`config.mk`:
```
export PLATFORM = sky130hd
export DESIGN_NAME = vdp_cmd_flat
export DESIGN_NICKNAME = d
export VERILOG_FILES = /design/src/rtl/snowbro2_pkg.sv /design/src/rtl/cpu_bus_if.sv /design/src/rtl/vdp_cmd.sv /design/src/flat_wrapper.sv
export VERILOG_INCLUDE_DIRS = /design/src /design/src/rtl
export SDC_FILE = /design/constraint.sdc
export NUM_CORES = 1
export LEC_CHECK = 0
export BUFFER_PORTS_ARGS = -buffer_cell sky130_fd_sc_hd__buf_4
export CAP_MARGIN = 20
export CORE_UTILIZATION = 27
export CTS_CLUSTER_SIZE = 25
export DETAILED_ROUTE_END_ITERATION = 10
export PLACE_DENSITY_LB_ADDON = 0.1
export SLEW_MARGIN = 20
export SYNTH_ARGS = -nofsm -noshare
export SYNTH_HDL_FRONTEND = slang
export SYNTH_SLANG_ARGS = --single-unit
```
`constraint.sdc`:
```
create_clock -name clk96 -period 0.98 [get_ports clk96]
set_input_delay 0.098 -clock clk96 [delete_from_list [all_inputs] [get_ports clk96]]
set_output_delay 0.098 -clock clk96 [all_outputs]
set_load 0.05 [all_outputs]
```
`src/rtl/snowbro2_defs.svh`:
```
/* main bus address map and clock enables */
`ifndef SNOWBRO2_DEFS_SVH
`define SNOWBRO2_DEFS_SVH

// byte address compares
`define ROM_TOP     24'h07FFFF
`define WRAM_BASE   8'h10       // bits 23:16
`define VDP_BASE    4'h3        // bits 23:20
`define PAL_BASE    4'h4        // bits 23:20
`define IO_BASE     12'h700     // bits 23:12

// offsets inside the I/O page
`define IO_JMPR     12'h000
`define IO_DSWA     12'h004
`define IO_DSWB     12'h008
`define IO_IN1      12'h00C
`define IO_IN2      12'h010
`define IO_SYS      12'h01C
`define IO_OKIBANK  12'h030

`define CEN_NUM     1           // 16 MHz out of 96 MHz
`define CEN_DEN     6

`define WRAM_AW     15
`define PAL_AW      11

`endif

```
`src/rtl/snowbro2_pkg.sv`:
```
/* main bus types */
`default_nettype none

package snowbro2_pkg;

    // device selected by the current address
    typedef enum logic [2:0] {
        REG_NONE,
        REG_ROM,
        REG_WRAM,
        REG_VDP,
        REG_PAL,
        REG_IO
    } region_t;

    typedef enum logic [1:0] {
        ST_IDLE,
        ST_DECODE,
        ST_WAIT,
        ST_ACK
    } bus_state_t;

    typedef enum logic [2:0] {
        OP_NONE,
        OP_SET_PTR,
        OP_SEL_REG,
        OP_WR_REG,
        OP_WR_RAM,
        OP_RD_RAM_H,
        OP_RD_RAM_L
    } vdp_op_t;

endpackage

`default_nettype wire

```
`src/rtl/cpu_bus_if.sv`:
```
/* 68000 bus signals */
`timescale 1ns/1ns
`default_nettype none

interface cpu_bus_if;
    logic [23:1] addr;     // word address
    logic [15:0] wdata;
    logic        rw;       // 1 = read
    logic        uds_n;
    logic        lds_n;
    logic        as_n;

    modport master (
        output addr,
        output wdata,
        output rw,
        output uds_n,
        output lds_n,
        output as_n
    );

    modport slave (
        input addr,
        input wdata,
        input rw,
        input uds_n,
        input lds_n,
        input as_n
    );
endinterface

`default_nettype wire

```
`src/rtl/vdp_cmd.sv`:
```
/* VDP command strobes */
`timescale 1ns/1ns
`default_nettype none
`include "snowbro2_defs.svh"

module vdp_cmd (
    input  wire                   clk96,
    input  wire                   reset96,
    cpu_bus_if.slave              bus,
    input  wire                   commit,
    input  snowbro2_pkg::region_t region,
    input  wire                   vdp_ack,
    output logic                  vdp_op_set_ptr,
    output logic                  vdp_op_sel_reg,
    output logic                  vdp_op_wr_reg,
    output logic                  vdp_op_wr_ram,
    output logic                  vdp_op_rd_ram_h,
    output logic                  vdp_op_rd_ram_l,
    output logic                  oki_bank
);

    snowbro2_pkg::vdp_op_t op;
    logic [3:0]  vdp_off;
    logic [11:0] io_off;
    logic        vdp_hit;

    assign vdp_off = {bus.addr[3:1], 1'b0};
    assign io_off  = {bus.addr[11:1], 1'b0};
    assign vdp_hit = commit && (region == snowbro2_pkg::REG_VDP);

    always_comb begin
        op = snowbro2_pkg::OP_NONE;
        if (!bus.rw) begin
            case (vdp_off)
                4'h0:       op = snowbro2_pkg::OP_SET_PTR;
                4'h4, 4'h6: op = snowbro2_pkg::OP_WR_RAM;
                4'h8:       op = snowbro2_pkg::OP_SEL_REG;
                4'hC:       op = snowbro2_pkg::OP_WR_REG;
                default:    op = snowbro2_pkg::OP_NONE;
            endcase
        end else begin
            case (vdp_off)
                4'h4:    op = snowbro2_pkg::OP_RD_RAM_H;
                4'h6:    op = snowbro2_pkg::OP_RD_RAM_L;
                default: op = snowbro2_pkg::OP_NONE;
            endcase
        end
    end

    always_ff @(posedge clk96 or posedge reset96) begin
        if (reset96) begin
            vdp_op_set_ptr  <= 1'b0;
            vdp_op_sel_reg  <= 1'b0;
            vdp_op_wr_reg   <= 1'b0;
            vdp_op_wr_ram   <= 1'b0;
            vdp_op_rd_ram_h <= 1'b0;
            vdp_op_rd_ram_l <= 1'b0;
            oki_bank        <= 1'b0;
        end else begin
            if (vdp_hit) begin
                // new command replaces any pending one
                vdp_op_set_ptr  <= (op == snowbro2_pkg::OP_SET_PTR);
                vdp_op_sel_reg  <= (op == snowbro2_pkg::OP_SEL_REG);
                vdp_op_wr_reg   <= (op == snowbro2_pkg::OP_WR_REG);
                vdp_op_wr_ram   <= (op == snowbro2_pkg::OP_WR_RAM);
                vdp_op_rd_ram_h <= (op == snowbro2_pkg::OP_RD_RAM_H);
                vdp_op_rd_ram_l <= (op == snowbro2_pkg::OP_RD_RAM_L);
            end else if (vdp_ack) begin
                vdp_op_set_ptr  <= 1'b0;
                vdp_op_sel_reg  <= 1'b0;
                vdp_op_wr_reg   <= 1'b0;
                vdp_op_wr_ram   <= 1'b0;
                vdp_op_rd_ram_h <= 1'b0;
                vdp_op_rd_ram_l <= 1'b0;
            end
            if (commit && !bus.rw && !bus.lds_n && region == snowbro2_pkg::REG_IO
                    && io_off == `IO_OKIBANK) begin
                oki_bank <= bus.wdata[0];   // sample ROM bank
            end
        end
    end

endmodule

`default_nettype wire

```
`src/flat_wrapper.sv`:
```
// flat-port wrapper written by rule: the top's interface ports become plain ports
module vdp_cmd_flat 
  (clk96, reset96, commit, region, vdp_ack, vdp_op_set_ptr, vdp_op_sel_reg, vdp_op_wr_reg, vdp_op_wr_ram, vdp_op_rd_ram_h, vdp_op_rd_ram_l, oki_bank, bus_addr, bus_wdata, bus_rw, bus_uds_n, bus_lds_n, bus_as_n);
  cpu_bus_if bus_i ();
  input  wire clk96;
  input  wire reset96;
  input  wire commit;
  input  snowbro2_pkg::region_t region;
  input  wire vdp_ack;
  output logic vdp_op_set_ptr;
  output logic vdp_op_sel_reg;
  output logic vdp_op_wr_reg;
  output logic vdp_op_wr_ram;
  output logic vdp_op_rd_ram_h;
  output logic vdp_op_rd_ram_l;
  output logic oki_bank;
  input wire logic [$bits(bus_i.addr)-1:0] bus_addr;
  input wire logic [$bits(bus_i.wdata)-1:0] bus_wdata;
  input wire logic [$bits(bus_i.rw)-1:0] bus_rw;
  input wire logic [$bits(bus_i.uds_n)-1:0] bus_uds_n;
  input wire logic [$bits(bus_i.lds_n)-1:0] bus_lds_n;
  input wire logic [$bits(bus_i.as_n)-1:0] bus_as_n;
  assign bus_i.addr = bus_addr;
  assign bus_i.wdata = bus_wdata;
  assign bus_i.rw = bus_rw;
  assign bus_i.uds_n = bus_uds_n;
  assign bus_i.lds_n = bus_lds_n;
  assign bus_i.as_n = bus_as_n;
  vdp_cmd u_core (.clk96(clk96), .reset96(reset96), .bus(bus_i), .commit(commit), .region(region), .vdp_ack(vdp_ack), .vdp_op_set_ptr(vdp_op_set_ptr), .vdp_op_sel_reg(vdp_op_sel_reg), .vdp_op_wr_reg(vdp_op_wr_reg), .vdp_op_wr_ram(vdp_op_wr_ram), .vdp_op_rd_ram_h(vdp_op_rd_ram_h), .vdp_op_rd_ram_l(vdp_op_rd_ram_l), .oki_bank(oki_bank));
endmodule
```
==> flow_summary.yaml, run 1 <==
worst_setup_path:
  path_class: "reg -> out"
  setup.worst_path.end_class: "output port"
  path_cells: "buf_4"
  critPathMaxFanout: 2
  slowest_delay_ps: 390
  crit_path_start_kind: "flip-flop"
  path_delay_family: "flip-flops"
  slowest_stage: "dfrtp_2"
  crit_required_ps: 880
  critical_path_buf_inv_count: 1
  worstReg2RegStart: "u_core.oki_bank"
  critPathLaunch: "u_core.oki_bank"
  critPathArrivalTime_ps: 830
drt:
  avgViaCountPerCell: 4.70
  dr.pass1.iters: 3
  drt_iter0_markers: 6
  wire_per_inst_um: 11.1
  routed_wl_um: 970
  drc_errors: 0
  via_count: 409
  drtAntennaViolNets: 0
cts:
  clk_latency_ps: 250
  ctsResizeCount: 0
  cts_sinks: 7
  cts_tree: "built"
  cts_root_buffer: "clkbuf_4"
  htreeDepth: 1
  clkTransAtPathRegs_ps: 50
  numCtsBuffers: 3
  clockBufferDepth: 2
synth:
  synth_compound_area_share_pct: 13.5
  yosys_warnings: 0
  synth.avg_cell_area_um2: 10.0
  synth_mux_area_share_pct: 3.13
  synth_area_um2: 360
  synthAdderAreaFrac_pct: 0
  synth_top_area_share_pct: 48.6
  synthXorXnorAreaFrac_pct: 0
  synth_top_family_by_area: "simple AND/OR/NAND/NOR gates"
  syn_nets: 86
  yosysTopAreaCell: "dfrtp_1"
  synth_top_cells_by_count: "dfrtp_1, nand2_1"
  synth_edf_count: 0
  synthMostInstantiatedCell: "dfrtp_1"
  yosys.cell_types.count: 17
  async_flop_share_pct: 100
  synth_area_leaders: "dfrtp_1, a31o_2, nand4b_1"
  synth-seq-cells: 7
  synth-seq-area-share_pct: 48.6
  syn-instance-count: 36
  synth-simple-area-share_pct: 30.2
  yosys_most_used_dff: "dfrtp_1"
grt:
  grt_pass1_vias: 434
  grt_pass1_wl_um: 1600
  antenna_found_initial: 0
  grt-ovfl-total: 0
  grt_use_total_pct: 16.0
  grt_max_degree: 13
pwr:
  p_int_uw: 525
  combPwrFrac_pct: 19.1
  seqPwrFrac_pct: 43.1
  power_uw: 678
  irDropWorstVdd_v: 0.00114
  switching_share_pct: 22.6
  p_leak_nw: 0.335
  pwr-share-clk_pct: 37.8
  p_sw_uw: 153
  p_per_area_nw_per_um2: 1030
timing:
  rsz0062_at_grt: "false"
  finalSetupViolCount: 0
  relSlewSlack_pct: 81.9
  finalCriticalPeriod_ps: 925
  tightest_slew_ps: 268
  drv_slew: 0
  fmax_mhz: 1080
  finalCritPeriodShare_pct: 94.4
  fin_skew_ps: 0
  worst_hold_slack_ps: 70.2
  hold_viol_final: 0
flow_run:
  drv_cap: 0
floorplan:
  die_height_um: 38.5
  num_rows: 12
  start_util_pct: 30.8
  fp.coreArea_um2: 1170
  die_area_um2: 1480
  die_w_um: 38.5
  boundaryPins: 57
finish:
  drive_gt1_share_pct: 56.2
  n_antenna_cell: 0
  nNetsFinal: 124
  area_growth_pct: 82.6
  fin_util_pct: 56.2
  final_cells: 87
min_path:
  min_from: "bus_wdata[0]"
  min_path_type: "in -> reg"
placed_design:
  io_buffer_count: 27
  place_congestion: 0.720
  dpl.hpwl_um: 784
  dp_cells: 82
run_status:
  run_status: "complete, no violations"
==> stage by stage <==
| step | worst slack (ps) | setup TNS, ps | area [µm²] |
|---|---|---|---|
| floorplan | 24.6 | 0 | 362 |
| global placement | -98.6 | -98.6 | 622 |
| detailed placement | -120 | -130 | 622 |
| CTS | 46.7 | 0 | 658 |
| global route | 11.3 | 0 | 658 |
| finish | 54.7 | 0 | 658 |
==> cell families after synthesis <==
family                 count (synthesis)
flip-flops                             7
buffers and inverters                  4
AND/OR/NAND/NOR                       18
AO/OA/AOI/OAI                          6
multiplexers                           1
==> cell usage in the layout, fill, tap and decap left out, drive strengths merged <==
master / Yosys / final
nor3: 3 / 3
o31ai: 1 / 1
dlygate4sd3: 0 / 1
nor2: 3 / 3
nand4b: 2 / 2
inv: 3 / 3
nor4b: 1 / 1
dfrtp: 7 / 7
o41ai: 1 / 1
buf: 1 / 33
nor4: 1 / 1
o21ai: 1 / 1
a32o: 1 / 1
nand2: 4 / 4
nand3b: 1 / 1
mux2: 1 / 1
clkbuf: 0 / 4
nand3: 3 / 3
a31o: 2 / 2
==> what timing repair did <==
action / CTS / global route
endpoints found under the setup margin: 0 / 0
setup buffers: 0 / 0
hold buffers: 1 / 0
endpoints found under the hold margin: 7 / 0
==> layout make-up <==
type                            count  area [µm²]
Sequential cell                     7         176
Fill cell                         111         513
Clock buffer                        4        26.3
Tap cell                           14        17.5
Inverter                            3        11.3
Multi-Input combinational cell     25         169
Timing Repair Buffer               34         258
==> final timing paths <==
check                      cells after the start                      to  slack, ps
setup / recovery                               1                oki_bank         50
hold / removal                                 2         u_core.oki_bank         70
setup reg to reg                               1         u_core.oki_bank        170
hold reg to reg                                2    u_core.vdp_op_wr_ram        500
max in group asynchronous                      3         u_core.oki_bank        420
min in group asynchronous                      3  u_core.vdp_op_rd_ram_h        330
==> power by group through the flow <==
stage | logic (mW) | clock network [mW] | registers [mW]
4_1_cts | 0.131 | 0.268 | 0.292
6_report | 0.130 | 0.256 | 0.292
5_1_grt | 0.141 | 0.287 | 0.292
3_3_place_gp | 0.126 | 0 | 0.297
3_5_place_dp | 0.127 | 0 | 0.297
2_1_floorplan | 0.0267 | 0 | 0.304
==> routing by layer <==
metal	part of all wire, %	vias to the layer above	global-route usage, %
met4	0	0	2.59
li1	-	207	-
met3	12	0	8.14
met5	0	-	0
met1	42	179	17.7
met2	47	23	27.5
No activity file was read; power rests on OpenSTA's default activity.
==> run 2, diff against run 1 <==
--- a/config.mk
+++ b/config.mk
@@ -6,11 +6,13 @@
 export SDC_FILE = /design/constraint.sdc
 export NUM_CORES = 1
 export LEC_CHECK = 0
-export BUFFER_PORTS_ARGS = -buffer_cell sky130_fd_sc_hd__buf_4
+export ABC_AREA = 1
 export CAP_MARGIN = 20
-export CORE_UTILIZATION = 27
+export CORE_AREA = 2 2 39 41
 export CTS_CLUSTER_SIZE = 25
 export DETAILED_ROUTE_END_ITERATION = 10
+export DIE_AREA = 0 0 41 43
+export DONT_BUFFER_PORTS = 1
 export PLACE_DENSITY_LB_ADDON = 0.1
 export SLEW_MARGIN = 20
 export SYNTH_ARGS = -nofsm -noshare
==> run 2 against run 1 <==
Worst hold slack lost 61 ps. Flip-flop and latch count is the same. Power shrank 10%. Final area shrank 21%. Area after synthesis grew 17%. Global-route usage shrank 4.5 points. Sequential share of layout area grew 7.0 points. Combinational power shrank 54%. Clock-buffer cell count is the same. Clock power is essentially flat. Via count shrank 7.6%. Critical endpoint unchanged. Largest cell class is now multi-input combinational cells. Highest routed layer is now met4.
==> flow_summary.yaml, run 2 <==
drt:
  avgViaCountPerCell: 4.73
  via_count: 378
  routed_wl_um: 833
  drc_errors: 0
  drt_iter0_markers: 6
  dr.pass1.iters: 3
  wire_per_inst_um: 10.4
  drtAntennaViolNets: 0
synth:
  synth_area_um2: 420
  synth-simple-area-share_pct: 36.9
  synth.avg_cell_area_um2: 7.93
  yosys_most_used_dff: "dfrtp_1"
  synth-seq-area-share_pct: 41.7
  async_flop_share_pct: 100
  synth_compound_area_share_pct: 10.7
  synth-seq-cells: 7
  synth_top_cells_by_count: "inv_1, nand3_1, dfrtp_1, nor2_1"
  yosysTopAreaCell: "dfrtp_1"
  synth_mux_area_share_pct: 0
  syn_nets: 103
  synth_top_area_share_pct: 41.7
  yosys.cell_types.count: 15
  yosys_warnings: 0
  synth_area_leaders: "dfrtp_1, nand3_1, o21ai_2"
  synth_edf_count: 0
  synth_top_family_by_area: "simple AND/OR/NAND/NOR gates"
  synthAdderAreaFrac_pct: 0
  syn-instance-count: 53
  synthXorXnorAreaFrac_pct: 0
pwr:
  irDropWorstVdd_v: 0.000384
  pwr-share-clk_pct: 42.4
  p_sw_uw: 145
  p_int_uw: 466
  p_per_area_nw_per_um2: 1180
  combPwrFrac_pct: 9.7
  p_leak_nw: 0.251
  seqPwrFrac_pct: 47.9
  switching_share_pct: 23.7
finish:
  n_antenna_cell: 0
  final_cell_mix: "inv_1, nand3_1, nor2_1, buf_4, dfrtp_1"
  nNetsFinal: 115
  fin_util_pct: 37.4
  area_growth_pct: 23.2
  final_cells: 80
  drive_gt1_share_pct: 28.1
timing:
  finalCritPeriodShare_pct: 94.0
  finalCriticalPeriod_ps: 921
  fmax_mhz: 1090
  fin_skew_ps: 0
  tns_ps: 0
  drv_slew: 0
  rsz0062_at_grt: "false"
  finalSetupViolCount: 0
  hold_viol_final: 0
  relSlewSlack_pct: 81.8
  tightest_slew_ps: 273
run_status:
  run_status: "complete, no violations"
worst_setup_path:
  crit_path_start_kind: "flip-flop"
  critical_path_buf_inv_count: 1
  ff2ff_path_depth: 2
  r2r-end: "u_core.vdp_op_sel_reg"
  critPathArrivalTime_ps: 820
  path_cells: "buf_4"
  path_delay_family: "flip-flops"
  slowest_delay_ps: 380
  slowest_stage: "dfrtp_1"
  crit_required_ps: 880
  critPathMaxFanout: 2
  r2r_setup_slack_ps: 330
  path_class: "reg -> out"
  setup.worst_path.end_class: "output port"
  worstReg2RegStart: "u_core.vdp_op_sel_reg"
placed_design:
  io_buffer_count: 0
  place_congestion: 0.795
  dpl.hpwl_um: 705
  dp_cells: 75
grt:
  grt_use_total_pct: 11.5
  grt_pass1_wl_um: 1240
  grt-ovfl-total: 0
  antenna_found_initial: 0
  grt_max_degree: 13
  grt_pass1_vias: 305
cts:
  cts_tree: "built"
  clockBufferDepth: 2
  clk_latency_ps: 250
  htreeDepth: 1
  numCtsBuffers: 3
  cts_hold_buf: 1
  ctsResizeCount: 0
  cts_root_buffer: "clkbuf_4"
  cts_sinks: 7
  clkTransAtPathRegs_ps: 50
  postCtsSetupBuffers: 0
flow_run:
  drv_cap: 0
floorplan:
  num_rows: 14
  boundaryPins: 57
  die_w_um: 41
  fp.coreArea_um2: 1380
  die_height_um: 43
  start_util_pct: 30.4
  die_area_um2: 1760
min_path:
  min_path_type: "in -> reg"
  min_path_cells: 2
  hold_end: "u_core.oki_bank"
  min_from: "bus_wdata[0]"
==> run 2: cell count changes after synthesis, moves of 2 or more <==
cell	previous run	this run
a31o_2	2	0
inv_1	3	8
nand3_1	3	8
nand3_2	0	2
nand4_1	0	5
nand4b_1	2	0
nor2_1	3	7
nor3_1	3	1
o21ai_2	0	4
==> run 2: cells by family after synthesis <==
family | count (synthesis)
flops | 7
compound gates | 6
simple gates | 30
buf+inv | 10
==> run 2: stage by stage <==
step / worst slack [ps] / power [mW] / instance area, µm² / hold slack (ps)
6_report: 59.0 / 0.610 / 518 / 8.87
5_1_grt: 29.7 / 0.643 / 518 / 11.8
4_1_cts: 48.9 / 0.620 / 518 / 9.19
3_5_place_dp: 163 / 0.355 / 482 / -58.0
3_3_place_gp: 144 / 0.355 / 482 / -59.6
2_1_floorplan: 85.6 / 0.346 / 420 / -98.6
==> run 2: cell type report <==
| type | instances | area [µm²] |
|---|---|---|
| multi-input combinational | 36 | 200 |
| clock buffer | 4 | 26.3 |
| fill | 147 | 866 |
| inverter | 9 | 33.8 |
| tap | 16 | 20.0 |
| sequential | 7 | 175 |
| timing repair buffer | 8 | 62.6 |
==> run 2: power groups by stage <==
stage	Sequential, mW	Clock (mW)	Combinational (mW)
2_1_floorplan	0.304	0	0.0421
3_3_place_gp	0.297	0	0.0581
3_5_place_dp	0.297	0	0.0575
4_1_cts	0.292	0.267	0.0609
5_1_grt	0.292	0.284	0.0673
6_report	0.292	0.258	0.0594
==> run 2: worst max-delay path by stage <==
stage | depth (start not counted) | slack (ps) | start | endpoint
after floorplan | 2 | 90 | u_core.vdp_op_rd_ram_h | u_core.vdp_op_rd_ram_h
after global placement | 5 | 140 | region[1] | u_core.vdp_op_wr_ram
after detailed placement | 5 | 160 | region[1] | u_core.vdp_op_rd_ram_l
after CTS | 1 | 50 | u_core.vdp_op_sel_reg | vdp_op_sel_reg
after global routing | 1 | 30 | u_core.vdp_op_wr_ram | vdp_op_wr_ram
final | 1 | 60 | u_core.oki_bank | oki_bank
==> run 2: metal layers <==
metal  share of wire, %  up-vias  global-route usage [%]
met1                 42      149                    13.2
met2                 45       22                    15.6
li1                   -      203                       -
met4                5.2        0                    14.0
met5                  0        -                       0
met3                8.2        4                    1.57
==> run 3, diff against run 2 <==
==> constraint.sdc (replaced) <==
create_clock -name clk96 -period 0.98 [get_ports clk96]
set_input_delay 0.196 -clock clk96 [delete_from_list [all_inputs] [get_ports clk96]]
set_output_delay 0.196 -clock clk96 [all_outputs]
set_load 0.05 [all_outputs]
==> run 3 against run 2 <==
The flow now finishes with violations (negative setup slack). Global-route usage rose by 0.28 points. Final area up 16%. Worst setup slack lost 87 ps. First-iteration DRC count fell by 17%. Clock power increased by 2%. Flip-flop and latch count unchanged. Utilization increased by 6.0 points. Combinational power grew 11%. Power rose by 1.8%. Critical endpoint is now vdp_op_wr_reg. Largest power group unchanged. Highest routed layer unchanged.
==> flow_summary.yaml, run 3 (synthesis gave the netlist of run 2 again) <==
grt:
  grt-ovfl-total: 0
  met2_usage_pct: 16.3
  antenna_found_initial: 0
  grtUsageMet3_pct: 2.62
  grt_max_degree: 13
  use_met1_pct: 14.8
  gr-max-usage-layer: "met2"
  grt_pass1_wl_um: 1360
  grt_use_total_pct: 11.8
  grt_pass1_vias: 338
flow_run:
  drv_cap: 0
worst_setup_path:
  ff2ff_path_depth: 3
  path_delay_family: "flip-flops"
  critPathMaxFanout: 2
  path_class: "reg -> out"
  critical_path_buf_inv_count: 1
  slowest_stage: "dfrtp_1"
  path_cells: "buf_12"
  crit_cells: 1
  crit_required_ps: 780
  r2r_setup_slack_ps: 180
  crit_path_start_kind: "flip-flop"
  setup.worst_path.end_class: "output port"
  critPathArrivalTime_ps: 810
  slowest_delay_ps: 400
finish:
  finish.instance_area_um2: 601
  final_cell_mix: "inv_1, nand3_1, nor2_1"
  drive_gt1_share_pct: 31.8
  fin_util_pct: 43.4
  nNetsFinal: 117
  n_antenna_cell: 0
  area_growth_pct: 42.9
drt:
  avgViaCountPerCell: 4.95
  drt_iter0_markers: 5
  routed_wl_um: 916
  dr.pass1.iters: 4
  via_count: 406
  drtAntennaViolNets: 0
  wire_per_inst_um: 11.2
  drc_errors: 0
placed_design:
  place_congestion: 0.819
  io_buffer_count: 0
  placed_cell_area_um2: 537
  dpl.hpwl_um: 756
floorplan:
  die_area_um2: 1760
  boundaryPins: 57
  die_height_um: 43
  die_w_um: 41
  start_util_pct: 30.4
  num_rows: 14
  fp.coreArea_um2: 1380
pwr:
  p_per_area_nw_per_um2: 1030
  p_leak_nw: 0.274
  irDropWorstVdd_v: 0.000594
cts:
  htreeDepth: 1
  cts_sinks: 7
  clk_latency_ps: 250
  clockBufferDepth: 2
  clkTransAtPathRegs_ps: 50
  numCtsBuffers: 3
  cts_tree: "built"
  cts_root_buffer: "clkbuf_4"
timing:
  relSlewSlack_pct: 80.9
  fmax_mhz: 992
  finalCritPeriodShare_pct: 103
  rsz0062_at_grt: "true"
  tightest_slew_ps: 286
  fin_skew_ps: 0
  drv_slew: 0
  finalSetupViolCount: 6
  finalCriticalPeriod_ps: 1010
  hold_viol_final: 0
  worst_hold_slack_ps: 89.4
  worst_slack_ps: -28.3
run_status:
  failed_checks: "negative setup slack"
  run_status: "finished with violations"
min_path:
  min_path_cells: 2
  min_path_type: "in -> reg"
[run 3: changes by cell type in the layout (fill, tap and decap cells not counted)]
| cell | change |
|---|---|
| dfrtp_1 | -1 |
| buf_4 | -4 |
| buf_12 | +5 |
| buf_6 | +1 |
| dfrtp_2 | +1 |
[run 3: routing by layer]
layer / vias up / wire length (µm)
li1: 208 / -
met1: 169 / 383
met2: 24 / 412
met3: 5 / 87
met4: 0 / 32
met5: - / 0
[run 3: worst paths after layout]
path / startpoint / to
setup / recovery: u_core.vdp_op_wr_reg / vdp_op_wr_reg
hold reg to reg: u_core.vdp_op_rd_ram_l / u_core.vdp_op_rd_ram_l
hold / removal: bus_wdata[0] / u_core.oki_bank
min in group asynchronous: reset96 / u_core.vdp_op_set_ptr
setup reg to reg: u_core.vdp_op_set_ptr / u_core.vdp_op_set_ptr
max in group asynchronous: reset96 / u_core.oki_bank
[run 3: final cells by class]
type,instances,area [µm²]
tap,16,20.0
sequential,7,176
inverter,9,33.8
fill,145,783
multi-input combinational,36,200
clock buffer,4,26.3
timing repair buffer,10,144
[run 3: where the power goes]
| group | internal [mW] | switching, mW |
|---|---|---|
| combinational | 0.0240 | 0.0419 |
| clock | 0.155 | 0.107 |
| sequential | 0.291 | 0.00178 |
| total | 0.471 | 0.150 |
[run 3: timing repair]
action                     CTS  global route
hold buffers                 1             0
setup endpoints to repair    7             7
hold endpoints to repair     7             0
buffers inserted             2             1
resized for setup            2             0
pin swaps                    0             0
cloned                       0             0
[run 3: metrics by stage]
| step | setup TNS [ps] | worst slack, ps | cells | power, mW |
|---|---|---|---|---|
| 4_1_cts | -146 | -32.2 | 81 | 0.625 |
| 3_5_place_dp | 0 | 52.4 | 74 | 0.360 |
| 6_report | -130 | -28.3 | 82 | 0.621 |
| 2_1_floorplan | 0 | 85.6 | 53 | 0.346 |
| 3_3_place_gp | 0 | 39.0 | 74 | 0.359 |
| 5_1_grt | -320 | -68.0 | 82 | 0.656 |
